==> src/source/riscv_em_macros.svh <==
`ifndef RISCV_EM_MACROS_SVH
`define RISCV_EM_MACROS_SVH

// datapath widths
`define RISCV_EM_XLEN              64
`define RISCV_EM_RADDR_W           5

// mcause encoding for the exceptions raised in the memory stage
`define RISCV_EM_CAUSE_W           4
`define RISCV_EM_CAUSE_LD_MISALIGN 4
`define RISCV_EM_CAUSE_ST_MISALIGN 6

`endif

==> src/source/riscv_em_ctrl_pkg.sv <==
`include "riscv_em_macros.svh"

package riscv_em_ctrl_pkg;

    // execute-side alu functions
    typedef enum logic [2:0] {
        ALU_ADD = 3'd0,
        ALU_SUB = 3'd1,
        ALU_AND = 3'd2,
        ALU_OR  = 3'd3,
        ALU_XOR = 3'd4
    } aluop_e;

    // write-back source select
    typedef enum logic [1:0] {
        RES_ALU  = 2'd0,
        RES_LOAD = 2'd1,
        RES_PC4  = 2'd2,
        RES_IMM  = 2'd3
    } resultsrc_e;

    // bit 2 unsigned, bits 1:0 log2 of the size, as in funct3
    typedef enum logic [2:0] {
        MEXT_B  = 3'b000,
        MEXT_H  = 3'b001,
        MEXT_W  = 3'b010,
        MEXT_D  = 3'b011,
        MEXT_BU = 3'b100,
        MEXT_HU = 3'b101,
        MEXT_WU = 3'b110,
        MEXT_DU = 3'b111
    } memext_e;

    typedef struct packed {
        logic                          valid;
        logic                          regw;
        logic                          memread;
        logic                          memwrite;
        resultsrc_e                    resultsrc;
        memext_e                       memext;
        logic [`RISCV_EM_RADDR_W-1:0]  rdaddr;
    } em_ctrl_t;

endpackage

==> src/source/riscv_em_data_pkg.sv <==
`include "riscv_em_macros.svh"

package riscv_em_data_pkg;

    // payload carried from execute into memory
    typedef struct packed {
        logic [`RISCV_EM_XLEN-1:0] result;
        logic [`RISCV_EM_XLEN-1:0] address;
        logic [`RISCV_EM_XLEN-1:0] storedata;
        logic [`RISCV_EM_XLEN-1:0] pcplus4;
        logic [`RISCV_EM_XLEN-1:0] imm;
        logic                      ld_misalign;
        logic                      st_misalign;
    } em_data_t;

    // data-memory port, one doubleword per access
    typedef struct packed {
        logic [`RISCV_EM_XLEN-1:0]   addr;
        logic [`RISCV_EM_XLEN-1:0]   wdata;
        logic                        we;
        logic [`RISCV_EM_XLEN/8-1:0] strb;
    } dmem_req_t;

endpackage

==> src/source/riscv_em_ppreg.sv <==
`timescale 1ns/1ps

module riscv_em_ppreg #(
    parameter type T = logic
) (
    input  logic i_riscv_em_clk,
    input  logic i_riscv_em_rst,
    input  logic i_riscv_em_stall,
    input  logic i_riscv_em_flush,
    input  T     i_riscv_em_d,
    output T     o_riscv_em_q
);

    always_ff @(posedge i_riscv_em_clk or posedge i_riscv_em_rst)
    begin
        if (i_riscv_em_rst)
        begin
            o_riscv_em_q <= '0;
        end
        else if (i_riscv_em_flush) // flush beats stall
        begin
            o_riscv_em_q <= '0;
        end
        else if (!i_riscv_em_stall)
        begin
            o_riscv_em_q <= i_riscv_em_d;
        end
    end

    // a flushed slot reaches the memory stage as a bubble
    property p_flush_clears;
        @(posedge i_riscv_em_clk) disable iff (i_riscv_em_rst)
        i_riscv_em_flush |=> (o_riscv_em_q == '0);
    endproperty

    a_flush_clears: assert property (p_flush_clears)
    else $error("ppreg output not cleared after flush");

endmodule

==> src/source/riscv_em_exec_side.sv <==
`timescale 1ns/1ps
`include "riscv_em_macros.svh"

module riscv_em_exec_side
    import riscv_em_ctrl_pkg::*, riscv_em_data_pkg::*;
(
    input  logic                          i_riscv_em_valid,
    input  logic [`RISCV_EM_XLEN-1:0]     i_riscv_em_opa,
    input  logic [`RISCV_EM_XLEN-1:0]     i_riscv_em_opb,
    input  aluop_e                        i_riscv_em_aluop,
    input  logic                          i_riscv_em_regw,
    input  logic                          i_riscv_em_memread,
    input  logic                          i_riscv_em_memwrite,
    input  resultsrc_e                    i_riscv_em_resultsrc,
    input  memext_e                       i_riscv_em_memext,
    input  logic [`RISCV_EM_RADDR_W-1:0]  i_riscv_em_rdaddr,
    input  logic [`RISCV_EM_XLEN-1:0]     i_riscv_em_imm,
    input  logic [`RISCV_EM_XLEN-1:0]     i_riscv_em_pc,
    input  logic [`RISCV_EM_XLEN-1:0]     i_riscv_em_storedata,
    output em_ctrl_t                      o_riscv_em_ctrl,
    output em_data_t                      o_riscv_em_data
);

    logic [`RISCV_EM_XLEN-1:0] alu_result;
    logic [`RISCV_EM_XLEN-1:0] address;
    logic [`RISCV_EM_XLEN-1:0] pcplus4;
    logic [2:0]                ext_bits;
    logic                      misaligned;

    assign address  = i_riscv_em_opa + i_riscv_em_imm;
    assign pcplus4  = i_riscv_em_pc + `RISCV_EM_XLEN'd4;
    assign ext_bits = i_riscv_em_memext;

    always_comb
    begin
        case (i_riscv_em_aluop)
            ALU_ADD: alu_result = i_riscv_em_opa + i_riscv_em_opb;
            ALU_SUB: alu_result = i_riscv_em_opa - i_riscv_em_opb;
            ALU_AND: alu_result = i_riscv_em_opa & i_riscv_em_opb;
            ALU_OR:  alu_result = i_riscv_em_opa | i_riscv_em_opb;
            ALU_XOR: alu_result = i_riscv_em_opa ^ i_riscv_em_opb;
            default: alu_result = '0;
        endcase
    end

    // natural alignment per access size
    always_comb
    begin
        case (ext_bits[1:0])
            2'd0:    misaligned = 1'b0;
            2'd1:    misaligned = address[0];
            2'd2:    misaligned = |address[1:0];
            default: misaligned = |address[2:0];
        endcase
    end

    always_comb
    begin
        o_riscv_em_ctrl.valid     = i_riscv_em_valid;
        o_riscv_em_ctrl.regw      = i_riscv_em_regw;
        o_riscv_em_ctrl.memread   = i_riscv_em_memread;
        o_riscv_em_ctrl.memwrite  = i_riscv_em_memwrite;
        o_riscv_em_ctrl.resultsrc = i_riscv_em_resultsrc;
        o_riscv_em_ctrl.memext    = i_riscv_em_memext;
        o_riscv_em_ctrl.rdaddr    = i_riscv_em_rdaddr;
    end

    always_comb
    begin
        o_riscv_em_data.result      = alu_result;
        o_riscv_em_data.address     = address;
        o_riscv_em_data.storedata   = i_riscv_em_storedata;
        o_riscv_em_data.pcplus4     = pcplus4;
        o_riscv_em_data.imm         = i_riscv_em_imm;
        o_riscv_em_data.ld_misalign = i_riscv_em_valid & i_riscv_em_memread & misaligned;
        o_riscv_em_data.st_misalign = i_riscv_em_valid & i_riscv_em_memwrite & misaligned;
    end

endmodule

==> src/source/riscv_em_mem_stage.sv <==
`timescale 1ns/1ps
`include "riscv_em_macros.svh"

module riscv_em_mem_stage
    import riscv_em_ctrl_pkg::*, riscv_em_data_pkg::*;
(
    input  em_ctrl_t                   i_riscv_em_ctrl,
    input  em_data_t                   i_riscv_em_data,
    input  logic [`RISCV_EM_XLEN-1:0]  i_riscv_em_dmem_rdata,
    output dmem_req_t                  o_riscv_em_dmem_req,
    output logic [`RISCV_EM_XLEN-1:0]  o_riscv_em_load_value
);

    logic [2:0]                  offset;
    logic [5:0]                  bit_shift;
    logic [2:0]                  ext_bits;
    logic [`RISCV_EM_XLEN/8-1:0] strb_base;
    logic [`RISCV_EM_XLEN/8-1:0] strb_lanes;
    logic [`RISCV_EM_XLEN-1:0]   lane_data;
    logic [`RISCV_EM_XLEN-1:0]   rdata_sh;
    logic [`RISCV_EM_XLEN-1:0]   load_ext;
    logic                        store_ok;

    assign offset    = i_riscv_em_data.address[2:0];
    assign bit_shift = {offset, 3'b000};
    assign ext_bits  = i_riscv_em_ctrl.memext;

    // misaligned stores never reach memory
    assign store_ok = i_riscv_em_ctrl.valid & i_riscv_em_ctrl.memwrite &
                      ~i_riscv_em_data.st_misalign;

    always_comb
    begin
        case (ext_bits[1:0])
            2'd0:    strb_base = 8'h01;
            2'd1:    strb_base = 8'h03;
            2'd2:    strb_base = 8'h0f;
            default: strb_base = 8'hff;
        endcase
    end

    assign strb_lanes = strb_base << offset;
    assign lane_data  = i_riscv_em_data.storedata << bit_shift;

    always_comb
    begin
        o_riscv_em_dmem_req.addr  = {i_riscv_em_data.address[`RISCV_EM_XLEN-1:3], 3'b000};
        o_riscv_em_dmem_req.wdata = lane_data;
        o_riscv_em_dmem_req.we    = store_ok;
        o_riscv_em_dmem_req.strb  = store_ok ? strb_lanes : '0;
    end

    // addressed byte moved down to lane 0
    assign rdata_sh = i_riscv_em_dmem_rdata >> bit_shift;

    always_comb
    begin
        case (i_riscv_em_ctrl.memext)
            MEXT_B:  load_ext = {{56{rdata_sh[7]}}, rdata_sh[7:0]};
            MEXT_H:  load_ext = {{48{rdata_sh[15]}}, rdata_sh[15:0]};
            MEXT_W:  load_ext = {{32{rdata_sh[31]}}, rdata_sh[31:0]};
            MEXT_BU: load_ext = {56'd0, rdata_sh[7:0]};
            MEXT_HU: load_ext = {48'd0, rdata_sh[15:0]};
            MEXT_WU: load_ext = {32'd0, rdata_sh[31:0]};
            default: load_ext = rdata_sh; // doubleword either way
        endcase
    end

    assign o_riscv_em_load_value = i_riscv_em_ctrl.memread ? load_ext : '0;

    // flag comes from the execute side, gate lives here
    always_comb
    begin
        a_no_misaligned_write: assert final (!(o_riscv_em_dmem_req.we &&
                                               i_riscv_em_data.st_misalign))
        else $error("write enable high on a misaligned store");
    end

endmodule

==> src/source/riscv_em_wb_select.sv <==
`timescale 1ns/1ps
`include "riscv_em_macros.svh"

module riscv_em_wb_select
    import riscv_em_ctrl_pkg::*, riscv_em_data_pkg::*;
(
    input  em_ctrl_t                       i_riscv_em_ctrl,
    input  em_data_t                       i_riscv_em_data,
    input  logic [`RISCV_EM_XLEN-1:0]      i_riscv_em_load_value,
    output logic [`RISCV_EM_XLEN-1:0]      o_riscv_em_rd_data,
    output logic [`RISCV_EM_RADDR_W-1:0]   o_riscv_em_rd_addr,
    output logic                           o_riscv_em_regw,
    output logic                           o_riscv_em_trap,
    output logic [`RISCV_EM_CAUSE_W-1:0]   o_riscv_em_trap_cause
);

    logic ld_trap;
    logic st_trap;

    assign ld_trap = i_riscv_em_ctrl.valid & i_riscv_em_data.ld_misalign;
    assign st_trap = i_riscv_em_ctrl.valid & i_riscv_em_data.st_misalign;

    always_comb
    begin
        case (i_riscv_em_ctrl.resultsrc)
            RES_ALU:  o_riscv_em_rd_data = i_riscv_em_data.result;
            RES_LOAD: o_riscv_em_rd_data = i_riscv_em_load_value;
            RES_PC4:  o_riscv_em_rd_data = i_riscv_em_data.pcplus4;
            default:  o_riscv_em_rd_data = i_riscv_em_data.imm; // lui style
        endcase
    end

    assign o_riscv_em_rd_addr = i_riscv_em_ctrl.rdaddr;
    assign o_riscv_em_trap    = ld_trap | st_trap;

    // trapping instruction must not retire
    assign o_riscv_em_regw = i_riscv_em_ctrl.valid & i_riscv_em_ctrl.regw &
                             ~o_riscv_em_trap;

    always_comb
    begin
        if (ld_trap)
        begin
            o_riscv_em_trap_cause = `RISCV_EM_CAUSE_W'(`RISCV_EM_CAUSE_LD_MISALIGN);
        end
        else if (st_trap)
        begin
            o_riscv_em_trap_cause = `RISCV_EM_CAUSE_W'(`RISCV_EM_CAUSE_ST_MISALIGN);
        end
        else
        begin
            o_riscv_em_trap_cause = '0;
        end
    end

endmodule

==> src/source/riscv_em_top.sv <==
`timescale 1ns/1ps
`include "riscv_em_macros.svh"

module riscv_em_top
    import riscv_em_ctrl_pkg::*, riscv_em_data_pkg::*;
(
    input  logic                          i_riscv_em_clk,
    input  logic                          i_riscv_em_rst,
    input  logic                          i_riscv_em_valid,
    input  logic [`RISCV_EM_XLEN-1:0]     i_riscv_em_opa,
    input  logic [`RISCV_EM_XLEN-1:0]     i_riscv_em_opb,
    input  aluop_e                        i_riscv_em_aluop,
    input  logic                          i_riscv_em_regw,
    input  logic                          i_riscv_em_memread,
    input  logic                          i_riscv_em_memwrite,
    input  resultsrc_e                    i_riscv_em_resultsrc,
    input  memext_e                       i_riscv_em_memext,
    input  logic [`RISCV_EM_RADDR_W-1:0]  i_riscv_em_rdaddr,
    input  logic [`RISCV_EM_XLEN-1:0]     i_riscv_em_imm,
    input  logic [`RISCV_EM_XLEN-1:0]     i_riscv_em_pc,
    input  logic [`RISCV_EM_XLEN-1:0]     i_riscv_em_storedata,
    input  logic                          i_riscv_em_stall,
    input  logic                          i_riscv_em_flush,
    input  logic [`RISCV_EM_XLEN-1:0]     i_riscv_em_dmem_rdata,
    output dmem_req_t                     o_riscv_em_dmem_req,
    output logic [`RISCV_EM_XLEN-1:0]     o_riscv_em_rd_data,
    output logic [`RISCV_EM_RADDR_W-1:0]  o_riscv_em_rd_addr,
    output logic                          o_riscv_em_regw,
    output logic                          o_riscv_em_trap,
    output logic [`RISCV_EM_CAUSE_W-1:0]  o_riscv_em_trap_cause
);

    em_ctrl_t                  ctrl_e;
    em_ctrl_t                  ctrl_m;
    em_data_t                  data_e;
    em_data_t                  data_m;
    logic [`RISCV_EM_XLEN-1:0] load_value;

    riscv_em_exec_side u_exec_side (
        .i_riscv_em_valid     (i_riscv_em_valid),
        .i_riscv_em_opa       (i_riscv_em_opa),
        .i_riscv_em_opb       (i_riscv_em_opb),
        .i_riscv_em_aluop     (i_riscv_em_aluop),
        .i_riscv_em_regw      (i_riscv_em_regw),
        .i_riscv_em_memread   (i_riscv_em_memread),
        .i_riscv_em_memwrite  (i_riscv_em_memwrite),
        .i_riscv_em_resultsrc (i_riscv_em_resultsrc),
        .i_riscv_em_memext    (i_riscv_em_memext),
        .i_riscv_em_rdaddr    (i_riscv_em_rdaddr),
        .i_riscv_em_imm       (i_riscv_em_imm),
        .i_riscv_em_pc        (i_riscv_em_pc),
        .i_riscv_em_storedata (i_riscv_em_storedata),
        .o_riscv_em_ctrl      (ctrl_e),
        .o_riscv_em_data      (data_e)
    );

    riscv_em_ppreg #(.T(em_ctrl_t)) u_ppreg_ctrl (
        .i_riscv_em_clk   (i_riscv_em_clk),
        .i_riscv_em_rst   (i_riscv_em_rst),
        .i_riscv_em_stall (i_riscv_em_stall),
        .i_riscv_em_flush (i_riscv_em_flush),
        .i_riscv_em_d     (ctrl_e),
        .o_riscv_em_q     (ctrl_m)
    );

    riscv_em_ppreg #(.T(em_data_t)) u_ppreg_data (
        .i_riscv_em_clk   (i_riscv_em_clk),
        .i_riscv_em_rst   (i_riscv_em_rst),
        .i_riscv_em_stall (i_riscv_em_stall),
        .i_riscv_em_flush (i_riscv_em_flush),
        .i_riscv_em_d     (data_e),
        .o_riscv_em_q     (data_m)
    );

    riscv_em_mem_stage u_mem_stage (
        .i_riscv_em_ctrl       (ctrl_m),
        .i_riscv_em_data       (data_m),
        .i_riscv_em_dmem_rdata (i_riscv_em_dmem_rdata),
        .o_riscv_em_dmem_req   (o_riscv_em_dmem_req),
        .o_riscv_em_load_value (load_value)
    );

    riscv_em_wb_select u_wb_select (
        .i_riscv_em_ctrl       (ctrl_m),
        .i_riscv_em_data       (data_m),
        .i_riscv_em_load_value (load_value),
        .o_riscv_em_rd_data    (o_riscv_em_rd_data),
        .o_riscv_em_rd_addr    (o_riscv_em_rd_addr),
        .o_riscv_em_regw       (o_riscv_em_regw),
        .o_riscv_em_trap       (o_riscv_em_trap),
        .o_riscv_em_trap_cause (o_riscv_em_trap_cause)
    );

endmodule

==> config.mk <==
export PLATFORM = sky130hd
export DESIGN_NAME = riscv_em_top
export DESIGN_NICKNAME = d
export VERILOG_FILES = /design/src/source/riscv_em_ctrl_pkg.sv /design/src/source/riscv_em_data_pkg.sv /design/src/source/riscv_em_ppreg.sv /design/src/source/riscv_em_exec_side.sv /design/src/source/riscv_em_mem_stage.sv /design/src/source/riscv_em_wb_select.sv /design/src/source/riscv_em_top.sv
export VERILOG_INCLUDE_DIRS = /design/src /design/src/source
export SDC_FILE = /design/constraint.sdc
export NUM_CORES = 2
export LEC_CHECK = 0
export BUFFER_PORTS_ARGS = -buffer_cell sky130_fd_sc_hd__buf_2
export CAP_MARGIN = 15
export CORE_ASPECT_RATIO = 1.2
export CORE_MARGIN = 2
export CORE_UTILIZATION = 52
export DETAILED_ROUTE_END_ITERATION = 7
export GPL_TIMING_DRIVEN = 0
export PLACE_DENSITY = 0.89
export SYNTH_ARGS = -nofsm -noshare
export SYNTH_HDL_FRONTEND = slang
export SYNTH_SLANG_ARGS = --single-unit
==> constraint.sdc <==
create_clock -name i_riscv_em_clk -period 9.75 [get_ports i_riscv_em_clk]
set_input_delay 0.4875 -clock i_riscv_em_clk [delete_from_list [all_inputs] [get_ports i_riscv_em_clk]]
set_output_delay 0.4875 -clock i_riscv_em_clk [all_outputs]
set_load 0.005 [all_outputs]
After elaboration in Yosys (flattened, before gate mapping). Cells that the tools add are included.

Shifts and indexed selects: 3. Bitwise operators: 16. $lt $le $gt $ge: 0. Reductions and logical operators: 7. Divide/modulo/power cells: 0. Eq/ne operators: 16. Muxes and demuxes: 13. $add $sub $neg: 4. $mul: 0.

Operators by type and width (count): 2-to-1 mux 322 bit (2); case mux 64 bit (6 select lines) (1); case mux 64 bit (5 select lines) (1); case mux 64 bit (3 select lines) (1); adder 64 bit (2); adder 64 x 3 -> 64 bit, second input constant (1); bitwise AND 64 bit (1); 2-to-1 mux 64 bit (1); bitwise OR 64 bit (1); left shift 64 x 6 -> 64 bit (1); >> shifter 64 x 6 -> 64 bit (1); subtractor 64 bit (1); XOR 64 bit (1); 2-to-1 mux 14 bit (2); case mux 8 bit (3 select lines) (1); equality test 3 bit, second input constant (4); bitwise AND 1 bit (10); equality test 3 x 2 -> 1 bit, second input constant (3); 2-to-1 mux 8 bit (1); left shift 8 x 3 -> 8 bit (1); equality test 2 x 1 -> 1 bit, second input constant (3); equality test 2 bit, second input constant (3); equality test 3 x 1 -> 1 bit, second input constant (2); logical NOT 2 bit (3); other kinds (9) (11).

Bits in latches: 0. Bits in read-only memories: 0. RAM bits: 0. Bits in registers: 336. Memories kept: 0. Output and inout port bits: 212.

Longest topological paths before layout.
Depth in word-level cells: 6. Mapped depth: 22. Depth with buffers taken out: 22.

Modules after synthesis. Synthesis repeated with hierarchy kept, for this count alone.

Cell total of the unflattened synthesis: 4046. Area total of the unflattened synthesis: 34968.5 µm².

By module, submodules not included: riscv_em_exec_side (cells an instance 2155, times used 1, area an instance 14530.2 µm²); riscv_em_ppreg (u_ppreg_data) (cells an instance 1039, times used 1, area an instance 13160.1 µm²); riscv_em_mem_stage (cells an instance 716, times used 1, area an instance 4983.5 µm²); riscv_em_wb_select (cells an instance 90, times used 1, area an instance 1712.9 µm²); riscv_em_ppreg (u_ppreg_ctrl) (cells an instance 46, times used 1, area an instance 581.8 µm²).

Worst setup path after synthesis. No wires, ideal clock.

Path type: in2reg. Start point: input port i_riscv_em_opb[13]. End point: register u_ppreg_data.o_riscv_em_q[320] (netlist name). Stages on the path: 18. Slack: 4.377 ns. Data arrival time: 5.238 ns. Data required time: 9.614 ns. Path through: or3_1 > or4_1 > or3_1 > or3_1 > o21ai_0 > xnor2_1 > ha_1 > and2_1 > clkbuf_1 > nand4_1 > or4_1 > a211oi_2 > o31ai_2 > o31ai_4 > a31oi_1 > o41ai_4 > o31a_1 > o21ai_0.

Longest elaborated chain between the ends: 4.

RTL lines: from (decl) (RTL line riscv_em_top.sv:11) `` input logic [`RISCV_EM_XLEN-1:0] i_riscv_em_opb, ``; subtractor 64 bit or adder 64 bit (tied branches) (RTL line riscv_em_exec_side.sv:38, riscv_em_exec_side.sv:37); case mux 64 bit (5 select lines) * (RTL line riscv_em_exec_side.sv:36) `case (i_riscv_em_aluop)`; 2-to-1 mux 322 bit * (RTL line riscv_em_ppreg.sv:24) `else if (!i_riscv_em_stall)`; 2-to-1 mux 322 bit * (RTL line riscv_em_ppreg.sv:20) `else if (i_riscv_em_flush)`; to (signal assigned) (RTL line riscv_em_ppreg.sv:26) `o_riscv_em_q <= i_riscv_em_d;`; to (decl) (RTL line riscv_em_ppreg.sv:11) `output T o_riscv_em_q`.

Every way passes the cells marked *; elsewhere a longest branch is shown, timed or not. The select of a mux whose other input is x is not followed. A chain may end at the register's enable or synchronous reset.

Worst setup path after layout.
Start point: input port i_riscv_em_opb[0]. End point: register u_ppreg_data.o_riscv_em_q[321] (netlist name).

The elaborated chain is that of the path after synthesis.

==> results.md <==
* Grt ovf at 0
* Area grow syn2layout at 17.9%
* Multi-input logic area at 0.0212 mm2
* Pre-antenna DRT Iters at 8
* Cell Pwr Density at 133 mW/mm2
* Setup TNS at 0 ns
* Lkg Pwr at 18.0 nW
* Net Sw Frac at 39.3%
* Routed WL at 163000 um
* Routability congestion estimate at 1.12
* Pint at 3.04 mW
* Pin count of the biggest net entering global routing at 44
* Logic pwr share at 38.3%
* Antenna viol nets, final at 0
* Area of placed instances at 0.0362 mm2
* Ports at 617
* Core area at 0.0607 mm2
* I/O Buffers at 608
* Post-synthesis sequential area ratio at 26.4%
* Fin cells at 5532
* Ys flop type: dfrtp_1
* Synth cell types at 79
* Hold WS at 0.175 ns
* Worst Path Arrival at 7.09 ns
* Largest family of logic cells by synthesized area: compound AO/OA/AOI/OAI gates
* DR DRC count at 1
* Psw at 1.96 mW
* Post-CTS Repair Setup Buffers at 0
* Mapped Cells at 4001
* CTS tree: yes
* Synth Area in Adders at 10.2%
* Final hold violation count at 0
* Vias at 35500
* Clk_lat worst skew at 0.53 ns
* Total Routing Usage GR at 49.9%
* Clock buffers created by TritonCTS at 36
* Vias per std cell at 6.42
* Worst Hold End: u_ppreg_data.o_riscv_em_q[159]
* Setup Crit Path Kind: in -> reg
* Die H at 275 um
* FF-to-FF setup slack at 5.86 ns
* Status: complete, but fails checks
* # setup viols final at 0
* Site Rows at 99
* Worst Hold Class: in -> reg
* Final worst path period share at 68.4%
* Die footprint at 0.0633 mm2
* Post-Synth Simple-Gate Area at 15.8%
* DP Wirelength at 134000 um
* Initial drt markers at 4442
* Post-Layout Inst Area at 0.0376 mm2
* Post-synth EDFFs at 0
* First-pass GRT wire length at 230000 um
* Synth area leader: dfrtp_1
* Clock network fraction of total power at 30.0%
* Top post-synthesis cells by area: dfrtp_1, mux2i_1, ha_1, nor2_1, a21oi_1
* Cells on Worst Hold Path at 3
* Worst Tran Pin Value at 1.28 ns
* Vias in the first global route at 33900
* R2r startpoint: u_ppreg_data.o_riscv_em_q[195]
* Yosys reg bits at 336
* Initial Util at 52.5%
* Max_cap viols at 0
* Avg Synthesized Cell Area at 7.97 um2
* Share of cells above drive strength 1 at 17.6%
* Synth warnings at 0
* Post-Syn Area at 0.0319 mm2
* Share of async-settable or async-resettable flops after synthesis at 100%
* Worst R2R End: u_ppreg_data.o_riscv_em_q[195]
* Post-CTS Resized at 0
* Longest Clk Path Bufs at 3
* Clock Skews at 0 ns
* Initial antenna violation count at 30
* Failing checks: design-rule violations
* Root Buffer: clkbuf_16
* H-tree depth at 2
* Share of the synthesized area in the top cell type at 26.4%
* Hold Path Origin: i_riscv_em_storedata[29]
* R2R depth at 8
* XOR/XNOR Fraction of Synth Area at 6.21%
* Worst relative slew slack at 14.7%
* WP data required at 10.16 ns
* RSZ-0062 raised after global routing: no
* Die X-Extent at 230 um
* Clock Pin Slew Worst Setup and Hold Paths at 0.07 ns
* Post-synthesis compound-gate area fraction at 22.0%
* Nets at 5331
* CTS sink count at 336
* Sequential Power Share at 31.7%
* Top cells by count, synth: nor2_1, a21oi_1, dfrtp_1, mux2i_1, nand2_1
* Maximum fanout along the worst path at 6
* WL/cell at 29.4 um
* CP Capture Type: register
* FF/Latch Area at 0.00841 mm2
* Fillcell total at 5592
* Mux contribution to synthesized area at 12.4%
* Count leader, synth: nor2_1
* Maximum VDD drop at 99.8 uV
* Tmin final at 6.67 ns
* Slew Viols, Final at 0
* Startpoint class of the critical path: primary input
* Cells after DPL at 5432
* Achievable Freq at 0.150 GHz
* Hold_buf cts at 1
cell families after synthesis:
| logic type | count (synthesis) |
|---|---|
| other cells | 1 |
| buf+inv | 527 |
| xor+xnor | 226 |
| compound gates | 1126 |
| mux | 369 |
| flops | 336 |
| fa+ha+maj | 258 |
| simple gates | 1158 |
area by class of cell:
| class | instances | area share (%) |
|---|---|---|
| sequential | 336 | 22.4 |
| timing repair buffer | 625 | 8.87 |
| multi-input combinational | 3142 | 56.5 |
| inverter | 197 | 1.98 |
| clock buffer | 42 | 2.54 |
| antenna | 29 | 0.193 |
| clock inverter | 23 | 0.812 |
| tap | 808 | 2.69 |
| buffer | 330 | 4.02 |
worst max-delay path, cell delays in order:
cell and delay (ns):
buf_2 0.16, inv_1 0.10, ha_1 0.21, nor4b_1 0.70, nand2_1 0.15, or4_1 0.45
nor4_1 0.81, and4b_1 0.48, nand3_1 0.21, nor4_1 0.72, inv_1 0.20, o21ai_0 0.24
xnor2_1 0.16, ha_1 0.33, a21oi_1 0.33, nor2_1 0.06, o21ai_0 0.15, nand3b_1 0.12
a221o_1 0.34, a21o_1 0.18, o21ba_2 0.25, xnor2_1 0.14, o21ai_0 0.08
per-layer routing:
layer	track usage, %	part of all wire (%)	routed length, um
met5	0	0.050	81
met2	78.0	44	71000
met3	12.8	11	17700
met1	55.1	34	54800
met4	48.3	12	19000
power by group through the flow:
stage                     clock [mW]  combinational [mW]  sequential (mW)
after floorplan                    0                1.11             1.55
after global placement             0                1.80             1.60
after detailed placement           0                1.82             1.60
after CTS                       1.49                1.83             1.58
after global routing            1.55                2.02             1.59
final                           1.50                1.91             1.59
worst max-delay path by stage:
stage | start | to | slack, ns | cells after the start
after floorplan | i_riscv_em_opb[13] | u_ppreg_data.o_riscv_em_q[320] | 4.38 | 18
after global placement | i_riscv_em_rst | u_ppreg_data.o_riscv_em_q[124] | 2.73 | 2
after detailed placement | i_riscv_em_opb[0] | u_ppreg_data.o_riscv_em_q[321] | 2.76 | 23
after CTS | i_riscv_em_opb[0] | u_ppreg_data.o_riscv_em_q[321] | 3.31 | 23
after global routing | i_riscv_em_opb[0] | u_ppreg_data.o_riscv_em_q[321] | 2.94 | 23
final | i_riscv_em_opb[0] | u_ppreg_data.o_riscv_em_q[321] | 3.08 | 23
flip-flops by register name, summed over array words and instances, names as in the netlist:
register	count
u_ppreg_data.o_riscv_em_q	322
u_ppreg_ctrl.o_riscv_em_q	14
stage by stage:
| step | setup WS (ns) | total power, mW | utilization, % |
|---|---|---|---|
| after global placement | 2.73 | 3.40 | 59.2 |
| after detailed placement | 2.76 | 3.43 | 59.6 |
| after global routing | 2.94 | 5.16 | 61.8 |
| after floorplan | 4.38 | 2.67 | - |
| final | 3.08 | 5.00 | 61.9 |
| after CTS | 3.31 | 4.90 | 61.7 |
layout by cell type, fill, tap and decap left out, types with 17 or more instances in the layout:
| master | count |
|---|---|
| a211oi_1 | 19 |
| a21o_1 | 56 |
| a21oi_1 | 385 |
| a221oi_1 | 24 |
| a222oi_1 | 23 |
| a22oi_1 | 39 |
| a31oi_1 | 26 |
| and2_1 | 35 |
| and3_1 | 20 |
| buf_1 | 42 |
| buf_2 | 610 |
| buf_4 | 74 |
| clkbuf_1 | 217 |
| clkbuf_16 | 37 |
| dfrtp_1 | 336 |
| diode_2 | 29 |
| ha_1 | 256 |
| inv_1 | 194 |
| mux2_2 | 29 |
| mux2i_1 | 322 |
| mux4_2 | 17 |
| nand2_1 | 316 |
| nand3_1 | 44 |
| nand4_1 | 40 |
| nor2_1 | 556 |
| nor2b_1 | 22 |
| nor3_1 | 37 |
| o211ai_1 | 20 |
| o21a_1 | 38 |
| o21ai_0 | 259 |
| o21bai_1 | 27 |
| o221ai_1 | 39 |
| o22ai_1 | 66 |
| o31ai_1 | 21 |
| or3_1 | 20 |
| xnor2_1 | 146 |
| xor2_1 | 80 |
(Power assumes the default switching activity.)
